## src/rv64_decode_pkg.sv

```systemverilog
// shared decode types; covers the rv64im subset only, MEM_UW is defined but no decoded load yields it
package rv64_decode_pkg;

  typedef struct packed {
    logic [6:0] funct7;
    logic [4:0] rs2;
    logic [4:0] rs1;
    logic [2:0] funct3;
    logic [4:0] rd;
    logic [6:0] opcode;
  } r_fmt_t;

  typedef struct packed {
    logic [11:0] imm_11_0;
    logic [4:0]  rs1;
    logic [2:0]  funct3;
    logic [4:0]  rd;
    logic [6:0]  opcode;
  } i_fmt_t;

  typedef struct packed {
    logic [6:0] imm_11_5;
    logic [4:0] rs2;
    logic [4:0] rs1;
    logic [2:0] funct3;
    logic [4:0] imm_4_0;
    logic [6:0] opcode;
  } s_fmt_t;

  typedef struct packed {
    logic       imm_12;
    logic [5:0] imm_10_5;
    logic [4:0] rs2;
    logic [4:0] rs1;
    logic [2:0] funct3;
    logic [3:0] imm_4_1;
    logic       imm_11;
    logic [6:0] opcode;
  } b_fmt_t;

  typedef struct packed {
    logic [19:0] imm_31_12;
    logic [4:0]  rd;
    logic [6:0]  opcode;
  } u_fmt_t;

  typedef struct packed {
    logic       imm_20;
    logic [9:0] imm_10_1;
    logic       imm_11;
    logic [7:0] imm_19_12;
    logic [4:0] rd;
    logic [6:0] opcode;
  } j_fmt_t;

  // one word, six format views
  typedef union packed {
    r_fmt_t r_fmt;
    i_fmt_t i_fmt;
    s_fmt_t s_fmt;
    b_fmt_t b_fmt;
    u_fmt_t u_fmt;
    j_fmt_t j_fmt;
  } inst_word_u;

  typedef struct packed {
    logic [63:0] imm;
    logic [4:0]  ra;
    logic [4:0]  rb;
    logic [4:0]  rd;
    logic [2:0]  branch;
    logic        alu_a_src; // 1 = pc
    logic [1:0]  alu_b_src; // 0 rs2, 1 imm, 2 const 4
    logic [3:0]  alu_ctr;
    logic        word_cut;
    logic        reg_wr;
    logic        mem_to_reg;
    logic        mem_wr;
    logic [2:0]  mem_op;
  } decode_ctrl_t;

  localparam logic [3:0] ALU_ADD      = 4'd0;
  localparam logic [3:0] ALU_SLL      = 4'd1;
  localparam logic [3:0] ALU_COPY_IMM = 4'd3;
  localparam logic [3:0] ALU_XOR      = 4'd4;
  localparam logic [3:0] ALU_SRL      = 4'd5;
  localparam logic [3:0] ALU_OR       = 4'd6;
  localparam logic [3:0] ALU_AND      = 4'd7;
  localparam logic [3:0] ALU_SUB      = 4'd8;
  localparam logic [3:0] ALU_SLTU     = 4'd10;
  localparam logic [3:0] ALU_DIV      = 4'd11;
  localparam logic [3:0] ALU_MUL      = 4'd12;
  localparam logic [3:0] ALU_REM      = 4'd13;
  localparam logic [3:0] ALU_EBREAK   = 4'd14;
  localparam logic [3:0] ALU_INVALID  = 4'd15;

  localparam logic [2:0] MEM_SB   = 3'd0;
  localparam logic [2:0] MEM_UB   = 3'd1;
  localparam logic [2:0] MEM_SH   = 3'd2;
  localparam logic [2:0] MEM_UH   = 3'd3;
  localparam logic [2:0] MEM_SW   = 3'd4;
  localparam logic [2:0] MEM_UW   = 3'd5; // reserved, lwu not decoded
  localparam logic [2:0] MEM_SD   = 3'd6;
  localparam logic [2:0] MEM_NONE = 3'd7;

  localparam logic [2:0] BR_NONE = 3'd0;
  localparam logic [2:0] BR_JAL  = 3'd1;
  localparam logic [2:0] BR_JALR = 3'd2;
  localparam logic [2:0] BR_EQ   = 3'd4;
  localparam logic [2:0] BR_NE   = 3'd5;
  localparam logic [2:0] BR_LT   = 3'd6; // also bltu
  localparam logic [2:0] BR_GE   = 3'd7; // also bgeu

endpackage

```

## src/fetch_packet_reg.sv

```systemverilog
// input register for one fetch packet; lane 0 sits in the low word, no back-pressure, payload not reset
module fetch_packet_reg #(
  parameter int NUM_LANES = 2
) (
  input  logic                                        i_clk,
  input  logic                                        i_rst_n,
  input  logic                                        i_valid,
  input  logic [NUM_LANES*32-1:0]                     i_packet,
  output logic                                        o_lane_valid,
  output rv64_decode_pkg::inst_word_u [NUM_LANES-1:0] o_lane_inst
);

  // strobe follows input every cycle
  always_ff @(posedge i_clk or negedge i_rst_n) begin
    if (!i_rst_n) begin
      o_lane_valid <= 1'b0;
    end else begin
      o_lane_valid <= i_valid;
    end
  end

  // packet only moves on a strobe
  always_ff @(posedge i_clk) begin
    if (i_valid) begin
      for (int l = 0; l < NUM_LANES; l++) begin
        o_lane_inst[l] <= i_packet[l*32 +: 32]; // word lands in union view
      end
    end
  end

endmodule

```

## src/inst_decoder.sv

```systemverilog
// combinational rv64im subset decoder; words outside the subset give ALU_INVALID, i_clk only samples the check
module inst_decoder (
  input  logic                          i_clk,
  input  rv64_decode_pkg::inst_word_u   i_inst,
  output rv64_decode_pkg::decode_ctrl_t o_ctrl
);

  wire [6:0] opcode = i_inst.r_fmt.opcode;
  wire [2:0] funct3 = i_inst.r_fmt.funct3;
  wire [6:0] funct7 = i_inst.r_fmt.funct7;

  wire op_lui    = (opcode == 7'b0110111);
  wire op_auipc  = (opcode == 7'b0010111);
  wire op_jal    = (opcode == 7'b1101111);
  wire op_jalr   = (opcode == 7'b1100111);
  wire op_branch = (opcode == 7'b1100011);
  wire op_load   = (opcode == 7'b0000011);
  wire op_store  = (opcode == 7'b0100011);
  wire op_imm    = (opcode == 7'b0010011);
  wire op_imm32  = (opcode == 7'b0011011);
  wire op_reg    = (opcode == 7'b0110011);
  wire op_reg32  = (opcode == 7'b0111011);
  wire op_system = (opcode == 7'b1110011);

  wire f7_zero = (funct7 == 7'b0000000);
  wire f7_alt  = (funct7 == 7'b0100000);
  wire f7_mul  = (funct7 == 7'b0000001);

  wire inst_jalr   = op_jalr & (funct3 == 3'b000);
  wire inst_beq    = op_branch & (funct3 == 3'b000);
  wire inst_bne    = op_branch & (funct3 == 3'b001);
  wire inst_blt    = op_branch & (funct3 == 3'b100);
  wire inst_bge    = op_branch & (funct3 == 3'b101);
  wire inst_bltu   = op_branch & (funct3 == 3'b110);
  wire inst_bgeu   = op_branch & (funct3 == 3'b111);
  wire inst_lh     = op_load & (funct3 == 3'b001);
  wire inst_lw     = op_load & (funct3 == 3'b010);
  wire inst_ld     = op_load & (funct3 == 3'b011);
  wire inst_lbu    = op_load & (funct3 == 3'b100);
  wire inst_lhu    = op_load & (funct3 == 3'b101);
  wire inst_sb     = op_store & (funct3 == 3'b000);
  wire inst_sh     = op_store & (funct3 == 3'b001);
  wire inst_sw     = op_store & (funct3 == 3'b010);
  wire inst_sd     = op_store & (funct3 == 3'b011);
  wire inst_addi   = op_imm & (funct3 == 3'b000);
  wire inst_slli   = op_imm & (funct3 == 3'b001) & (funct7[6:1] == 6'b000000); // 6-bit shamt
  wire inst_sltiu  = op_imm & (funct3 == 3'b011);
  wire inst_xori   = op_imm & (funct3 == 3'b100);
  wire inst_srli   = op_imm & (funct3 == 3'b101) & (funct7[6:1] == 6'b000000);
  wire inst_andi   = op_imm & (funct3 == 3'b111);
  wire inst_addiw  = op_imm32 & (funct3 == 3'b000);
  wire inst_add    = op_reg & (funct3 == 3'b000) & f7_zero;
  wire inst_sub    = op_reg & (funct3 == 3'b000) & f7_alt;
  wire inst_or     = op_reg & (funct3 == 3'b110) & f7_zero;
  wire inst_mul    = op_reg & (funct3 == 3'b000) & f7_mul;
  wire inst_addw   = op_reg32 & (funct3 == 3'b000) & f7_zero;
  wire inst_subw   = op_reg32 & (funct3 == 3'b000) & f7_alt;
  wire inst_sllw   = op_reg32 & (funct3 == 3'b001) & f7_zero;
  wire inst_mulw   = op_reg32 & (funct3 == 3'b000) & f7_mul;
  wire inst_divw   = op_reg32 & (funct3 == 3'b100) & f7_mul;
  wire inst_remw   = op_reg32 & (funct3 == 3'b110) & f7_mul;
  wire inst_ebreak = op_system & (funct3 == 3'b000) & (i_inst.i_fmt.imm_11_0 == 12'h001);

  wire inst_load  = |{inst_lh, inst_lhu, inst_lw, inst_lbu, inst_ld};
  wire inst_store = |{inst_sb, inst_sh, inst_sw, inst_sd};
  wire inst_cbr   = |{inst_beq, inst_bne, inst_blt, inst_bge, inst_bltu, inst_bgeu};

  wire type_r = |{inst_add, inst_sub, inst_or, inst_mul, inst_addw, inst_subw,
                  inst_sllw, inst_mulw, inst_divw, inst_remw};
  wire type_i = |{inst_jalr, inst_load, inst_addi, inst_slli, inst_sltiu, inst_xori,
                  inst_srli, inst_andi, inst_addiw, inst_ebreak};
  wire type_u = op_lui | op_auipc;
  wire type_s = inst_store;
  wire type_b = inst_cbr;
  wire type_j = op_jal;

  wire [5:0] fmt_class = {type_r, type_i, type_u, type_s, type_b, type_j};

  // immediates, each from its own view
  wire [63:0] imm_i = {{52{i_inst.i_fmt.imm_11_0[11]}}, i_inst.i_fmt.imm_11_0};
  wire [63:0] imm_u = {{32{i_inst.u_fmt.imm_31_12[19]}}, i_inst.u_fmt.imm_31_12, 12'b0};
  wire [63:0] imm_s = {{52{i_inst.s_fmt.imm_11_5[6]}}, i_inst.s_fmt.imm_11_5,
                       i_inst.s_fmt.imm_4_0};
  wire [63:0] imm_b = {{52{i_inst.b_fmt.imm_12}}, i_inst.b_fmt.imm_11, i_inst.b_fmt.imm_10_5,
                       i_inst.b_fmt.imm_4_1, 1'b0};
  wire [63:0] imm_j = {{44{i_inst.j_fmt.imm_20}}, i_inst.j_fmt.imm_19_12, i_inst.j_fmt.imm_11,
                       i_inst.j_fmt.imm_10_1, 1'b0};

  always_comb begin
    o_ctrl.ra = i_inst.r_fmt.rs1;
    o_ctrl.rb = i_inst.r_fmt.rs2;
    o_ctrl.rd = i_inst.r_fmt.rd;

    case (1'b1)
      type_i:  o_ctrl.imm = imm_i;
      type_u:  o_ctrl.imm = imm_u;
      type_s:  o_ctrl.imm = imm_s;
      type_b:  o_ctrl.imm = imm_b;
      type_j:  o_ctrl.imm = imm_j;
      default: o_ctrl.imm = 64'd0; // r type and unknown
    endcase

    o_ctrl.alu_a_src  = op_jal | inst_jalr | op_auipc;
    o_ctrl.alu_b_src  = {op_jal | inst_jalr, (type_i | type_u | type_s) & ~inst_jalr};
    o_ctrl.word_cut   = |{inst_addiw, inst_addw, inst_subw, inst_sllw, inst_mulw, inst_divw,
                          inst_remw};
    o_ctrl.reg_wr     = type_r | type_i | type_u | type_j;
    o_ctrl.mem_to_reg = inst_load;
    o_ctrl.mem_wr     = inst_store;

    // loads sign-extend, stores ignore the sign bit
    case (1'b1)
      inst_sb:          o_ctrl.mem_op = rv64_decode_pkg::MEM_SB;
      inst_lbu:         o_ctrl.mem_op = rv64_decode_pkg::MEM_UB;
      inst_lh, inst_sh: o_ctrl.mem_op = rv64_decode_pkg::MEM_SH;
      inst_lhu:         o_ctrl.mem_op = rv64_decode_pkg::MEM_UH;
      inst_lw, inst_sw: o_ctrl.mem_op = rv64_decode_pkg::MEM_SW;
      inst_ld, inst_sd: o_ctrl.mem_op = rv64_decode_pkg::MEM_SD;
      default:          o_ctrl.mem_op = rv64_decode_pkg::MEM_NONE;
    endcase

    case (1'b1)
      op_jal:               o_ctrl.branch = rv64_decode_pkg::BR_JAL;
      inst_jalr:            o_ctrl.branch = rv64_decode_pkg::BR_JALR;
      inst_beq:             o_ctrl.branch = rv64_decode_pkg::BR_EQ;
      inst_bne:             o_ctrl.branch = rv64_decode_pkg::BR_NE;
      inst_blt, inst_bltu:  o_ctrl.branch = rv64_decode_pkg::BR_LT;
      inst_bge, inst_bgeu:  o_ctrl.branch = rv64_decode_pkg::BR_GE;
      default:              o_ctrl.branch = rv64_decode_pkg::BR_NONE;
    endcase

    case (1'b1)
      op_lui:                                  o_ctrl.alu_ctr = rv64_decode_pkg::ALU_COPY_IMM;
      op_auipc, op_jal, inst_jalr, inst_addi,
      inst_add, inst_load, inst_store,
      inst_addiw, inst_addw:                   o_ctrl.alu_ctr = rv64_decode_pkg::ALU_ADD;
      inst_cbr, inst_sub, inst_subw:           o_ctrl.alu_ctr = rv64_decode_pkg::ALU_SUB;
      inst_sltiu:                              o_ctrl.alu_ctr = rv64_decode_pkg::ALU_SLTU;
      inst_xori:                               o_ctrl.alu_ctr = rv64_decode_pkg::ALU_XOR;
      inst_andi:                               o_ctrl.alu_ctr = rv64_decode_pkg::ALU_AND;
      inst_or:                                 o_ctrl.alu_ctr = rv64_decode_pkg::ALU_OR;
      inst_slli, inst_sllw:                    o_ctrl.alu_ctr = rv64_decode_pkg::ALU_SLL;
      inst_srli:                               o_ctrl.alu_ctr = rv64_decode_pkg::ALU_SRL;
      inst_mul, inst_mulw:                     o_ctrl.alu_ctr = rv64_decode_pkg::ALU_MUL;
      inst_divw:                               o_ctrl.alu_ctr = rv64_decode_pkg::ALU_DIV;
      inst_remw:                               o_ctrl.alu_ctr = rv64_decode_pkg::ALU_REM;
      inst_ebreak:                             o_ctrl.alu_ctr = rv64_decode_pkg::ALU_EBREAK;
      default:                                 o_ctrl.alu_ctr = rv64_decode_pkg::ALU_INVALID;
    endcase
  end

  // immediate select relies on exclusive format classes
  // known words carry exactly one class, unknown words none
  fmt_onehot_a: assert property (@(posedge i_clk)
    $onehot0(fmt_class) &&
    ((|fmt_class) == (o_ctrl.alu_ctr != rv64_decode_pkg::ALU_INVALID)))
    else $error("inst_decoder: format class does not match decode for %h", i_inst);

endmodule

```

## src/decode_out_reg.sv

```systemverilog
// output register for all lane bundles; o_halt is sticky until reset, every lane of a packet counts as valid
module decode_out_reg #(
  parameter int NUM_LANES = 2
) (
  input  logic                                          i_clk,
  input  logic                                          i_rst_n,
  input  logic                                          i_lane_valid,
  input  rv64_decode_pkg::decode_ctrl_t [NUM_LANES-1:0] i_ctrl,
  output logic                                          o_valid,
  output rv64_decode_pkg::decode_ctrl_t [NUM_LANES-1:0] o_ctrl,
  output logic                                          o_halt
);

  logic halt_hit;

  // any lane carrying ebreak
  always_comb begin
    halt_hit = 1'b0;
    for (int l = 0; l < NUM_LANES; l++) begin
      halt_hit = halt_hit | (i_ctrl[l].alu_ctr == rv64_decode_pkg::ALU_EBREAK);
    end
  end

  always_ff @(posedge i_clk or negedge i_rst_n) begin
    if (!i_rst_n) begin
      o_valid <= 1'b0;
      o_ctrl  <= '0;
      o_halt  <= 1'b0;
    end else begin
      o_valid <= i_lane_valid;
      if (i_lane_valid) begin
        o_ctrl <= i_ctrl; // hold otherwise
        if (halt_hit) begin
          o_halt <= 1'b1; // rises with the carrying o_valid
        end
      end
    end
  end

  halt_sticky_a: assert property (@(posedge i_clk) disable iff (!i_rst_n)
    o_halt |=> o_halt)
    else $error("decode_out_reg: o_halt fell without reset");

  // back-to-back outputs need back-to-back strobes upstream
  valid_pair_a: assert property (@(posedge i_clk) disable iff (!i_rst_n)
    (o_valid && $past(o_valid)) |-> ($past(i_lane_valid) && $past(i_lane_valid, 2)))
    else $error("decode_out_reg: o_valid pair without two strobes");

endmodule

```

## src/decode_stage_top.sv

```systemverilog
// decode stage with fixed 2-cycle latency from strobe to o_valid; plain valid strobes, no stall or back-pressure
module decode_stage_top #(
  parameter int NUM_LANES = 2
) (
  input  logic                                          i_clk,
  input  logic                                          i_rst_n,
  input  logic                                          i_valid,
  input  logic [NUM_LANES*32-1:0]                       i_packet,
  output logic                                          o_valid,
  output rv64_decode_pkg::decode_ctrl_t [NUM_LANES-1:0] o_ctrl,
  output logic                                          o_halt
);

  logic                                          lane_valid;
  rv64_decode_pkg::inst_word_u   [NUM_LANES-1:0] lane_inst;
  rv64_decode_pkg::decode_ctrl_t [NUM_LANES-1:0] lane_ctrl;

  fetch_packet_reg #(.NUM_LANES(NUM_LANES)) u_fetch_packet_reg (
    .i_clk        (i_clk),
    .i_rst_n      (i_rst_n),
    .i_valid      (i_valid),
    .i_packet     (i_packet),
    .o_lane_valid (lane_valid),
    .o_lane_inst  (lane_inst)
  );

  for (genvar g = 0; g < NUM_LANES; g++) begin : g_lane
    inst_decoder u_inst_decoder (
      .i_clk  (i_clk),
      .i_inst (lane_inst[g]),
      .o_ctrl (lane_ctrl[g])
    );
  end

  decode_out_reg #(.NUM_LANES(NUM_LANES)) u_decode_out_reg (
    .i_clk        (i_clk),
    .i_rst_n      (i_rst_n),
    .i_lane_valid (lane_valid),
    .i_ctrl       (lane_ctrl),
    .o_valid      (o_valid),
    .o_ctrl       (o_ctrl),
    .o_halt       (o_halt)
  );

endmodule

```

## config.mk

```make
export PLATFORM = sky130hd
export DESIGN_NAME = decode_stage_top
export DESIGN_NICKNAME = d
export VERILOG_FILES = /design/src/rv64_decode_pkg.sv /design/src/fetch_packet_reg.sv /design/src/inst_decoder.sv /design/src/decode_out_reg.sv /design/src/decode_stage_top.sv
export SDC_FILE = /design/constraint.sdc
export NUM_CORES = 1
export LEC_CHECK = 0
export BUFFER_PORTS_ARGS = -buffer_cell sky130_fd_sc_hd__buf_2
export CORE_ASPECT_RATIO = 1.2
export CORE_MARGIN = 2
export CORE_UTILIZATION = 45
export DETAILED_ROUTE_END_ITERATION = 8
export HOLD_SLACK_MARGIN = 0.05
export PLACE_DENSITY = 0.7
export SYNTH_ARGS = -nofsm -noshare
export SYNTH_HDL_FRONTEND = slang
export SYNTH_SLANG_ARGS = --single-unit
```

## constraint.sdc

```tcl
create_clock -name i_clk -period 4.75 [get_ports i_clk]
set_input_delay 0.95 -clock i_clk [delete_from_list [all_inputs] [get_ports i_clk]]
set_output_delay 0.95 -clock i_clk [all_outputs]
set_load 0.01 [all_outputs]
```

**Word-level counts from Yosys, hierarchy flattened**

Cells that the tools add are included.

- Eq/ne operators: 46
- Multiplexer cells: 60
- Bitwise logic cells: 107
- Reductions and logical operators: 37

Operator list:

| kind | count |
|---|---|
| $mux 64 | 10 |
| $mux 4 | 24 |
| $and 1x1->1 | 88 |
| $eq 7x6->1 const B | 10 |
| $mux 3 | 22 |
| $eq 7x7->1 const B | 8 |
| $eq 7x5->1 const B | 6 |
| $reduce_or 16->1 | 2 |
| $reduce_or 14->1 | 2 |
| $reduce_or 2->1 | 14 |
| $eq 12x1->1 const B | 2 |
| $eq 3x3->1 const B | 8 |
| $reduce_or 10->1 | 2 |
| $or 1x1->1 | 17 |
| $reduce_or 8->1 | 2 |
| $eq 7x1->1 const B | 2 |
| $eq 7x2->1 const B | 2 |
| $logic_not 7->1 | 2 |
| $reduce_or 7->1 | 2 |
| $eq 3x2->1 const B | 4 |
| $logic_not 6->1 | 2 |
| $reduce_or 6->1 | 2 |
| $reduce_or 5->1 | 2 |
| $eq 4x4->1 const B | 2 |
| 6 further kinds | 13 |

- Bits in registers: 259
- Input port bits: 67
- Output and inout bits: 194
- Word-level logic and storage cells: 281

**Logic depth before layout (Yosys ltp)**

Gate-level depths: netlist of the first run.

- Depth in word-level cells: 19
- Gate-level depth with buffers: 11

**Modules after synthesis**

From an unflattened synthesis of the first run, not the netlist that was laid out.

- Cell total of the unflattened synthesis: 954
- Area total of the unflattened synthesis: 12,406.9 µm²

Modules (own cells, without submodules):

| module | times used | cells each | area an instance (µm²) |
|---|---|---|---|
| decode_out_reg | 1 | 411 | 7,262.0 |
| inst_decoder | 2 | 239 | 1,599.0 |
| fetch_packet_reg | 1 | 65 | 1,946.9 |

**Worst setup path after synthesis of the first run**

Ideal clock, no wire load.

- Path type: register to register
- Start: register u_fetch_packet_reg.o_lane_inst[45] (netlist bit)
- End: register, netlist name u_decode_out_reg.o_ctrl[138]
- Data arrival time: 2.356 ns
- Required time: 4.629 ns
- Setup slack: 2.273 ns
- Cell stages (with the launch flop): 10
- Path buffers: 2
- Period minus slack after synthesis: 2.477 ns
- Cells stage by stage: edfxtp_1 -> or3_1 -> buf_2 -> and4b_4 -> a311oi_2 -> nand3b_2 -> or3_1 -> and2_1 -> buf_6 -> a22o_1

- Cells in the longest elaborated chain, start to end: 7
- Elaborated cells on any way between the ends: 42
- Those cells by class: 7 x eq/ne; 4 x mux; 27 x bitwise; 4 x reduce/logical

Ends and longest elaborated chain:

| element | line | source |
|---|---|---|
| start: declaration | fetch_packet_reg.sv:10 | `output rv64_decode_pkg::inst_word_u [NUM_LANES-1:0] o_lane_inst` |
| start signal: indexed assignment | fetch_packet_reg.sv:26 | `o_lane_inst[l] <= i_packet[l*32 +: 32];` |
| $eq 3x3->1 (tied with other cells) | inst_decoder.sv:35, inst_decoder.sv:50 |  |
| $and 1x1->1 (tied with other cells) | inst_decoder.sv:35 | `wire inst_bgeu = op_branch & (funct3 == 3'b111);` |
| $reduce_or 6->1 | inst_decoder.sv:66 | `wire inst_cbr = \|{inst_beq, inst_bne, inst_blt, inst_bge, inst_bltu, inst_bgeu};` |
| $mux 64 (3 in a row) | inst_decoder.sv:94 | `case (1'b1)` |
| $mux 64 (*) | inst_decoder.sv:94 |  |

Every way passes the cells marked *; elsewhere a longest branch is shown, timed or not.
A chain may end at the register's enable or synchronous reset.

**Worst setup path in the final report of the first run**

- Start: register u_fetch_packet_reg.o_lane_inst[45] (netlist bit)
- End: register, netlist name u_decode_out_reg.o_ctrl[150]

- Cells in the longest elaborated chain, start to end: 7
- Elaborated cells on any way between the ends: 42
- Those cells by class: 7 x eq/ne; 4 x mux; 27 x bitwise; 4 x reduce/logical

Ends and longest elaborated chain:

| element | line |
|---|---|
| $eq 3x3->1 (tied with other cells) | inst_decoder.sv:35, inst_decoder.sv:50 |
| $and 1x1->1 (tied with other cells) | inst_decoder.sv:35 |
| $reduce_or 6->1 | inst_decoder.sv:66 |
| $mux 64 (3 in a row) | inst_decoder.sv:94 |
| $mux 64 (*) | inst_decoder.sv:94 |

Marks and branches as above.

==> flow_summary.toml, run 1 <==
[timing]
slew_violations = 0
fin_setup_tns_ns = 0
fmax_mhz = 289.1
hold_viol = 0
finalWorstSetupSlack_ns = 1.291
finalCriticalPeriod_ns = 3.459
rsz0062_at_grt = "false"
fin_crit_sh_pct = 72.82
tightest_slew_ns = 1.011
finalSetupViolCount = 0
clock_skew_ns = 0.009109
relSlewSlack_pct = 32.59

[drt]
drc = 0
dr.pass1.iters = 5
drtAntennaViolNets = 0
wire_per_inst_um = 18.58
top_layer_used = "met5"
wl_um = 23070
wl_met2_um = 10820
vias = 6787
drtIter0Drc = 574
wl_met1_um = 9826
detail_route.vias_per_cell = 5.465
wl_met3_um = 1657

[global_route]
antenna_found_initial = 3
grt_pass1_wl_um = 35690
gr-total-overflow = 0
grt_max_degree = 66
grt_usage_pct = 22.17
grt_pass1_vias = 6320

[outcome]
status = "completed"

[placement]
portBuffers = 260
gp_congestion = 0.9050
dp.cells = 1210
dp_hpwl_um = 16290
post-place-ws_ns = 1.339

[clock_network]
clockBufferDepth = 2
cts_htree_levels = 4
cts_buffers = 17
ctsResizeCount = 0
cts-root-buf = "clkbuf_16"
insertion_delay_ns = 0.44
cts_tree = "built"
cts.sinks = 195
clk_pin_slew_worst_paths_ns = 0.07
cts_hold_buf = 0
cts_setup_buffers = 0

[setup_path]
crit_slowest_cell = "a21oi_1"
cp-start-kind = "flop"
endpoint_kind = "flop"
cp.arrival_ns = 3.72
max_stage_delay_ns = 0.81
path_cells = "or3_1 -> and4b_4 -> a311oi_2 -> nand3b_2 -> or3_1 -> a21oi_1 -> a21oi_1"
crit_buf_inv = 0
cp_top_family = "simple AND/OR/NAND/NOR gates"
path_max_fanout = 16
cp.required_ns = 5.01
crit_type = "reg2reg"

[cells_and_area]
n_antenna_cell = 0
mostFrequentLayoutCells = "buf_2, dfrtp_1, nor2_1, edfxtp_1, nand2_1"
final_net_count = 1035
syn2layout_area_growth_pct = 18.41
final_cells = 1242
fillers = 1740
drive_gt1_share_pct = 35.37
layout_commonest_cell = "buf_2"

[yosys]
yosysSeqAreaShare_pct = 59.03
synthArstFlopShare_pct = 67.18
synth-seq-cells = 195
syn_avg_cell_area_um2 = 11.12
synth_edf_count = 64
netlist_area_um2 = 8810
syn_nets = 859
synthFlopType = "dfrtp_1"
synthCells = 792
yosysUniqueCellTypes = 68
ys_warn_count = 0

[floorplanning]
die_w_um = 131.7
fp.dieArea_um2 = 20720
core_um2 = 19410
initial_core_util_pct = 45.39
die_h_um = 157.3
rows = 56
io_pins = 261

[job]
cap_viol_max_count = 0

[power]
leakagePower_nw = 4.697
ir_worst_vdd_mv = 0.2255
power_density_nw_per_um2 = 371.7
total_power_mw = 3.877

[min_path]
hp-class = "in2async"
[registers in the layout, indices dropped and copies added, names as in the netlist]
signal / flops
u_fetch_packet_reg.o_lane_inst: 64
u_decode_out_reg.o_halt: 1
u_decode_out_reg.o_valid: 1
u_decode_out_reg.o_ctrl: 128
u_fetch_packet_reg.o_lane_valid: 1
[worst register-to-register path: stages (launching register included)]
cell	delay (ns)
edfxtp_1	0.61
or3_1	0.56
and4b_4	0.28
a311oi_2	0.25
nand3b_2	0.19
or3_1	0.41
a21oi_1	0.81
a21oi_1	0.18
[cells by family (layout without fill, tap and decap cells)]
kind of cell    count (synthesis)  in the layout  share of synthesized area, %
simple gates                  274            274                         16.18
xor+xnor                        2              2                        0.1989
buf+inv                       136            325                         8.706
compound gates                149            149                         11.33
mux                            35             35                         4.445
fa+ha+maj                       1              1                        0.1136
flops                         195            195                         59.03
[cells in the mapped netlist, types with 3 or more instances]
library cell  instances  share of area [%]
a2111oi_0             4               0.40
a211oi_1              4               0.34
a21oi_1              56                3.2
a221oi_1              7               0.70
a22o_1                7               0.70
a22oi_1               5               0.43
a311oi_1              3               0.30
a31oi_1               9               0.64
and2_1                4               0.28
and3_1                5               0.36
and3b_1               3               0.30
and4_1                3               0.30
buf_2                 4               0.23
buf_4                65                5.5
clkbuf_1             41                1.7
dfrtp_1             131                 37
edfxtp_1             64                 22
inv_1                24                1.0
mux2_2               33                4.2
nand2_1              58                2.5
nand2b_1              7               0.50
nand3_1              14               0.80
nand3b_1              6               0.51
nand4_1               4               0.28
nor2_1               87                3.7
nor2b_1               6               0.43
nor3_1               23                1.3
nor3b_1               5               0.43
nor4_1               13               0.92
nor4b_1               5               0.50
o21ai_0              13               0.74
o21ai_1               5               0.28
o221ai_1             11                1.1
o2bb2ai_1             9               0.89
o31ai_1               3               0.26
or2_2                 3               0.21
or3_1                 8               0.57
or4_1                 4               0.34
[stage by stage]
stage,cell area [um2],utilization [%],hold slack (ns)
finish,10430,53.75,0.4309
global route,10430,53.75,0.4647
CTS,10430,53.75,0.4427
detailed placement,9847,50.73,0.4715
global placement,9847,50.73,0.4631
floorplan,8810,-,0.3519
[cell type report]
type,count,area [um2],share of cell area [%]
clock inverters,14,155.1,1.487
clock buffers,18,429.2,4.114
repair buffers,269,1378,13.21
flip-flops and latches,195,5204,49.89
multi-input cells,461,2849,27.31
inverters,24,90.09,0.8636
well taps,261,326.6,3.131
[metal layers]
| metal | GRT usage [%] | vias to the layer above |
|---|---|---|
| li1 | - | 3149 |
| met1 | 29.88 | 3253 |
| met2 | 34.85 | 329 |
| met3 | 5.024 | 52 |
| met4 | 9.317 | 4 |
| met5 | 0 | - |
[power by group]
group	leakage, nW	switching (mW)	total, mW	internal [mW]
Combinational	2.18	0.252	0.437	0.185
Clock	0.263	0.655	1.44	0.782
Sequential	2.25	0.130	2.00	1.87
[worst paths after layout]
check | slack, ns | from | end | cells after the start
max | 1.29 | u_fetch_packet_reg.o_lane_inst[45] | u_decode_out_reg.o_ctrl[150] | 7
min | 0.43 | i_rst_n | u_decode_out_reg.o_ctrl[137] | 1
max reg2reg | 1.29 | u_fetch_packet_reg.o_lane_inst[45] | u_decode_out_reg.o_ctrl[150] | 7
min reg2reg | 0.49 | u_decode_out_reg.o_ctrl[106] | u_decode_out_reg.o_ctrl[106] | 1
max in group asynchronous | 3.29 | i_rst_n | u_decode_out_reg.o_ctrl[135] | 2
min in group i_clk | 0.49 | u_decode_out_reg.o_ctrl[106] | u_decode_out_reg.o_ctrl[106] | 1
No activity file was read; power rests on OpenSTA's default activity.
==> run 2, diff against run 1 <==
Settings changed: PLACE_DENSITY 0.7 to 0.73.
Clock period 4.75 ns to 2.8 ns, I/O delays scaled along.
==> run 2 against run 1 <==
  * Cell count is 3.1% higher
  * Highest routed layer is now met4
  * Critical path type unchanged
  * Die area did not move
  * Non-clock buffer count rose by 38
  * Setup slack got worse by 1.1 ns
  * Global-route usage up 0.48 points
  * Critical endpoint is now u_decode_out_reg.o_halt
  * Design area grew 3.6%
==> flow_summary.toml, run 2 (synthesis gave the netlist of run 1 again) <==
[clock_network]
cts_setup_buffers = 0
cts-root-buf = "clkbuf_16"
clockBufferDepth = 2
cts_htree_levels = 4
cts_hold_buf = 0
clk_pin_slew_worst_paths_ns = 0.08
insertion_delay_ns = 0.43
cts_tree = "built"
cts.sinks = 195
cts_buffers = 17

[power]
seqPwrFrac_pct = 48.9
p_comb_share_pct = 12.6
total_power_mw = 6.818
leakagePower_nw = 4.935
internal-power_mw = 4.980
switchingPower_mw = 1.837
ir_worst_vdd_mv = 0.4134
power_density_nw_per_um2 = 630.9
pwr-share-clk_pct = 38.5
switching_share_pct = 26.95

[cells_and_area]
final_net_count = 1073
n_antenna_cell = 0
finalInstanceArea_um2 = 10810
mostFrequentLayoutCells = "buf_2, dfrtp_1, nor2_1, edfxtp_1, nand2_1"
seq_area_um2 = 5204
multiInputGateArea_um2 = 2861
layout_commonest_cell = "buf_2"
syn2layout_area_growth_pct = 22.65
drive_gt1_share_pct = 38.17
reg_top3 = "u_decode_out_reg.o_ctrl x128, u_fetch_packet_reg.o_lane_inst x64"
max_flop_register = "u_decode_out_reg.o_ctrl"
fillers = 1707
largest_reg_flops = 128
final_cells = 1280

[timing]
finalWorstSetupSlack_ns = 0.1594
slew_violations = 0
relSlewSlack_pct = 37.81
hold_viol = 0
rsz0062_at_grt = "false"
fin_crit_sh_pct = 94.31
finalCriticalPeriod_ns = 2.641
clock_skew_ns = 0.008725
finalSetupViolCount = 0
fmax_mhz = 378.7
whs_ns = 0.07334
tightest_slew_ns = 0.9329

[setup_path]
crit_path_end = "u_decode_out_reg.o_halt"
endpoint_kind = "flop"
cp-startpoint = "u_fetch_packet_reg.o_lane_inst[28]"
ff2ff_setup_slack_ns = 0.16
r2r-end = "u_decode_out_reg.o_halt"
rr_startpoint = "u_fetch_packet_reg.o_lane_inst[28]"
cp.arrival_ns = 3.00
path_max_fanout = 5
cp-start-kind = "flop"
crit_type = "reg2reg"
cp.required_ns = 3.16
r2r_cells = 7

[drt]
drc = 0
wl_um = 23360
drtIter0Drc = 466
detail_route.vias_per_cell = 5.434
wire_per_inst_um = 18.25
drtAntennaViolNets = 0
vias = 6956
dr.pass1.iters = 5

[floorplanning]
fp.dieArea_um2 = 20720
io_pins = 261
die_h_um = 157.3
rows = 56
die_w_um = 131.7
initial_core_util_pct = 45.39
core_um2 = 19410

[global_route]
grt_pass1_wl_um = 36580
grtUsageMet2_pct = 36.65
grt_pass1_vias = 6685
grt_usage_pct = 22.65
use_met3_pct = 4.992
grt-busiest-layer = "met2"
gr-total-overflow = 0
gr-usage-met1_pct = 29.93
grt_max_degree = 143
antenna_found_initial = 0

[outcome]
status = "completed"

[min_path]
hp-class = "in2async"

[placement]
dp.cells = 1248
portBuffers = 260
dp_hpwl_um = 16790
gp_congestion = 0.9552
place_area_um2 = 10160
post-place-ws_ns = -0.09765

[job]
cap_viol_max_count = 0
==> run 2: cell count changes in the layout (fill, tap and decap cells not counted), moves of 2 or more <==
cell	before	now
buf_4	10	46
inv_8	1	4
inv_6	2	4
buf_12	0	2
a21oi_1	56	54
clkinvlp_4	7	2
a21oi_2	0	2
==> run 2: final cells by class <==
| class | instances | area share [%] |
|---|---|---|
| clock buffer | 17 | 3.937 |
| clock inverter | 15 | 1.945 |
| inverter | 24 | 0.8337 |
| multi-input combinational | 461 | 26.48 |
| sequential | 195 | 48.16 |
| tap | 261 | 3.022 |
| timing repair buffer | 307 | 15.62 |
==> run 2: metal layers <==
| metal | share of wire, % | vias up |
|---|---|---|
| li1 | - | 3234 |
| met3 | 7.3 | 42 |
| met2 | 48 | 319 |
| met1 | 42 | 3361 |
| met5 | 0 | - |
| met4 | 2.6 | 0 |
==> run 2: worst min-delay path by stage <==
stage / startpoint / endpoint / slack (ns) / cells past startpoint
floorplan: i_rst_n / u_decode_out_reg.o_ctrl[0] / 0.26 / 0
global route: i_rst_n / u_decode_out_reg.o_ctrl[154] / 0.10 / 1
detailed placement: u_decode_out_reg.o_ctrl[37] / u_decode_out_reg.o_ctrl[37] / 0.48 / 1
global placement: u_decode_out_reg.o_ctrl[106] / u_decode_out_reg.o_ctrl[106] / 0.46 / 1
finish: i_rst_n / u_decode_out_reg.o_ctrl[154] / 0.07 / 1
CTS: i_rst_n / u_decode_out_reg.o_ctrl[154] / 0.09 / 1
==> run 2: worst max-delay path, stage by stage (launching register included) <==
cell and delay [ns]:
edfxtp_1 0.43, or4_1 0.61, nor4_4 0.34, nand3_1 0.20, o21ai_1 0.17, a211oi_1 0.12
or4b_1 0.57, o21ai_1 0.14
==> run 2: through the flow <==
stage,utilization [%],setup TNS [ns]
5_1_grt,55.67,0
4_1_cts,55.63,0
3_3_place_gp,52.33,0
6_report,55.67,0
3_5_place_dp,52.33,-0.7631
2_1_floorplan,-,0
==> run 2: power by group through the flow <==
stage / Combinational [mW] / Sequential [mW] / Clock [mW]
global route: 0.936 / 3.37 / 2.79
global placement: 0.848 / 3.38 / 0
CTS: 0.862 / 3.34 / 2.67
floorplan: 0.419 / 3.42 / 0
detailed placement: 0.859 / 3.39 / 0
finish: 0.857 / 3.34 / 2.63
==> run 2: timing repair <==
item                                    CTS  global route
endpoints found under the setup margin   11            13
gates resized for setup                   1             2
pin swaps                                 0             0
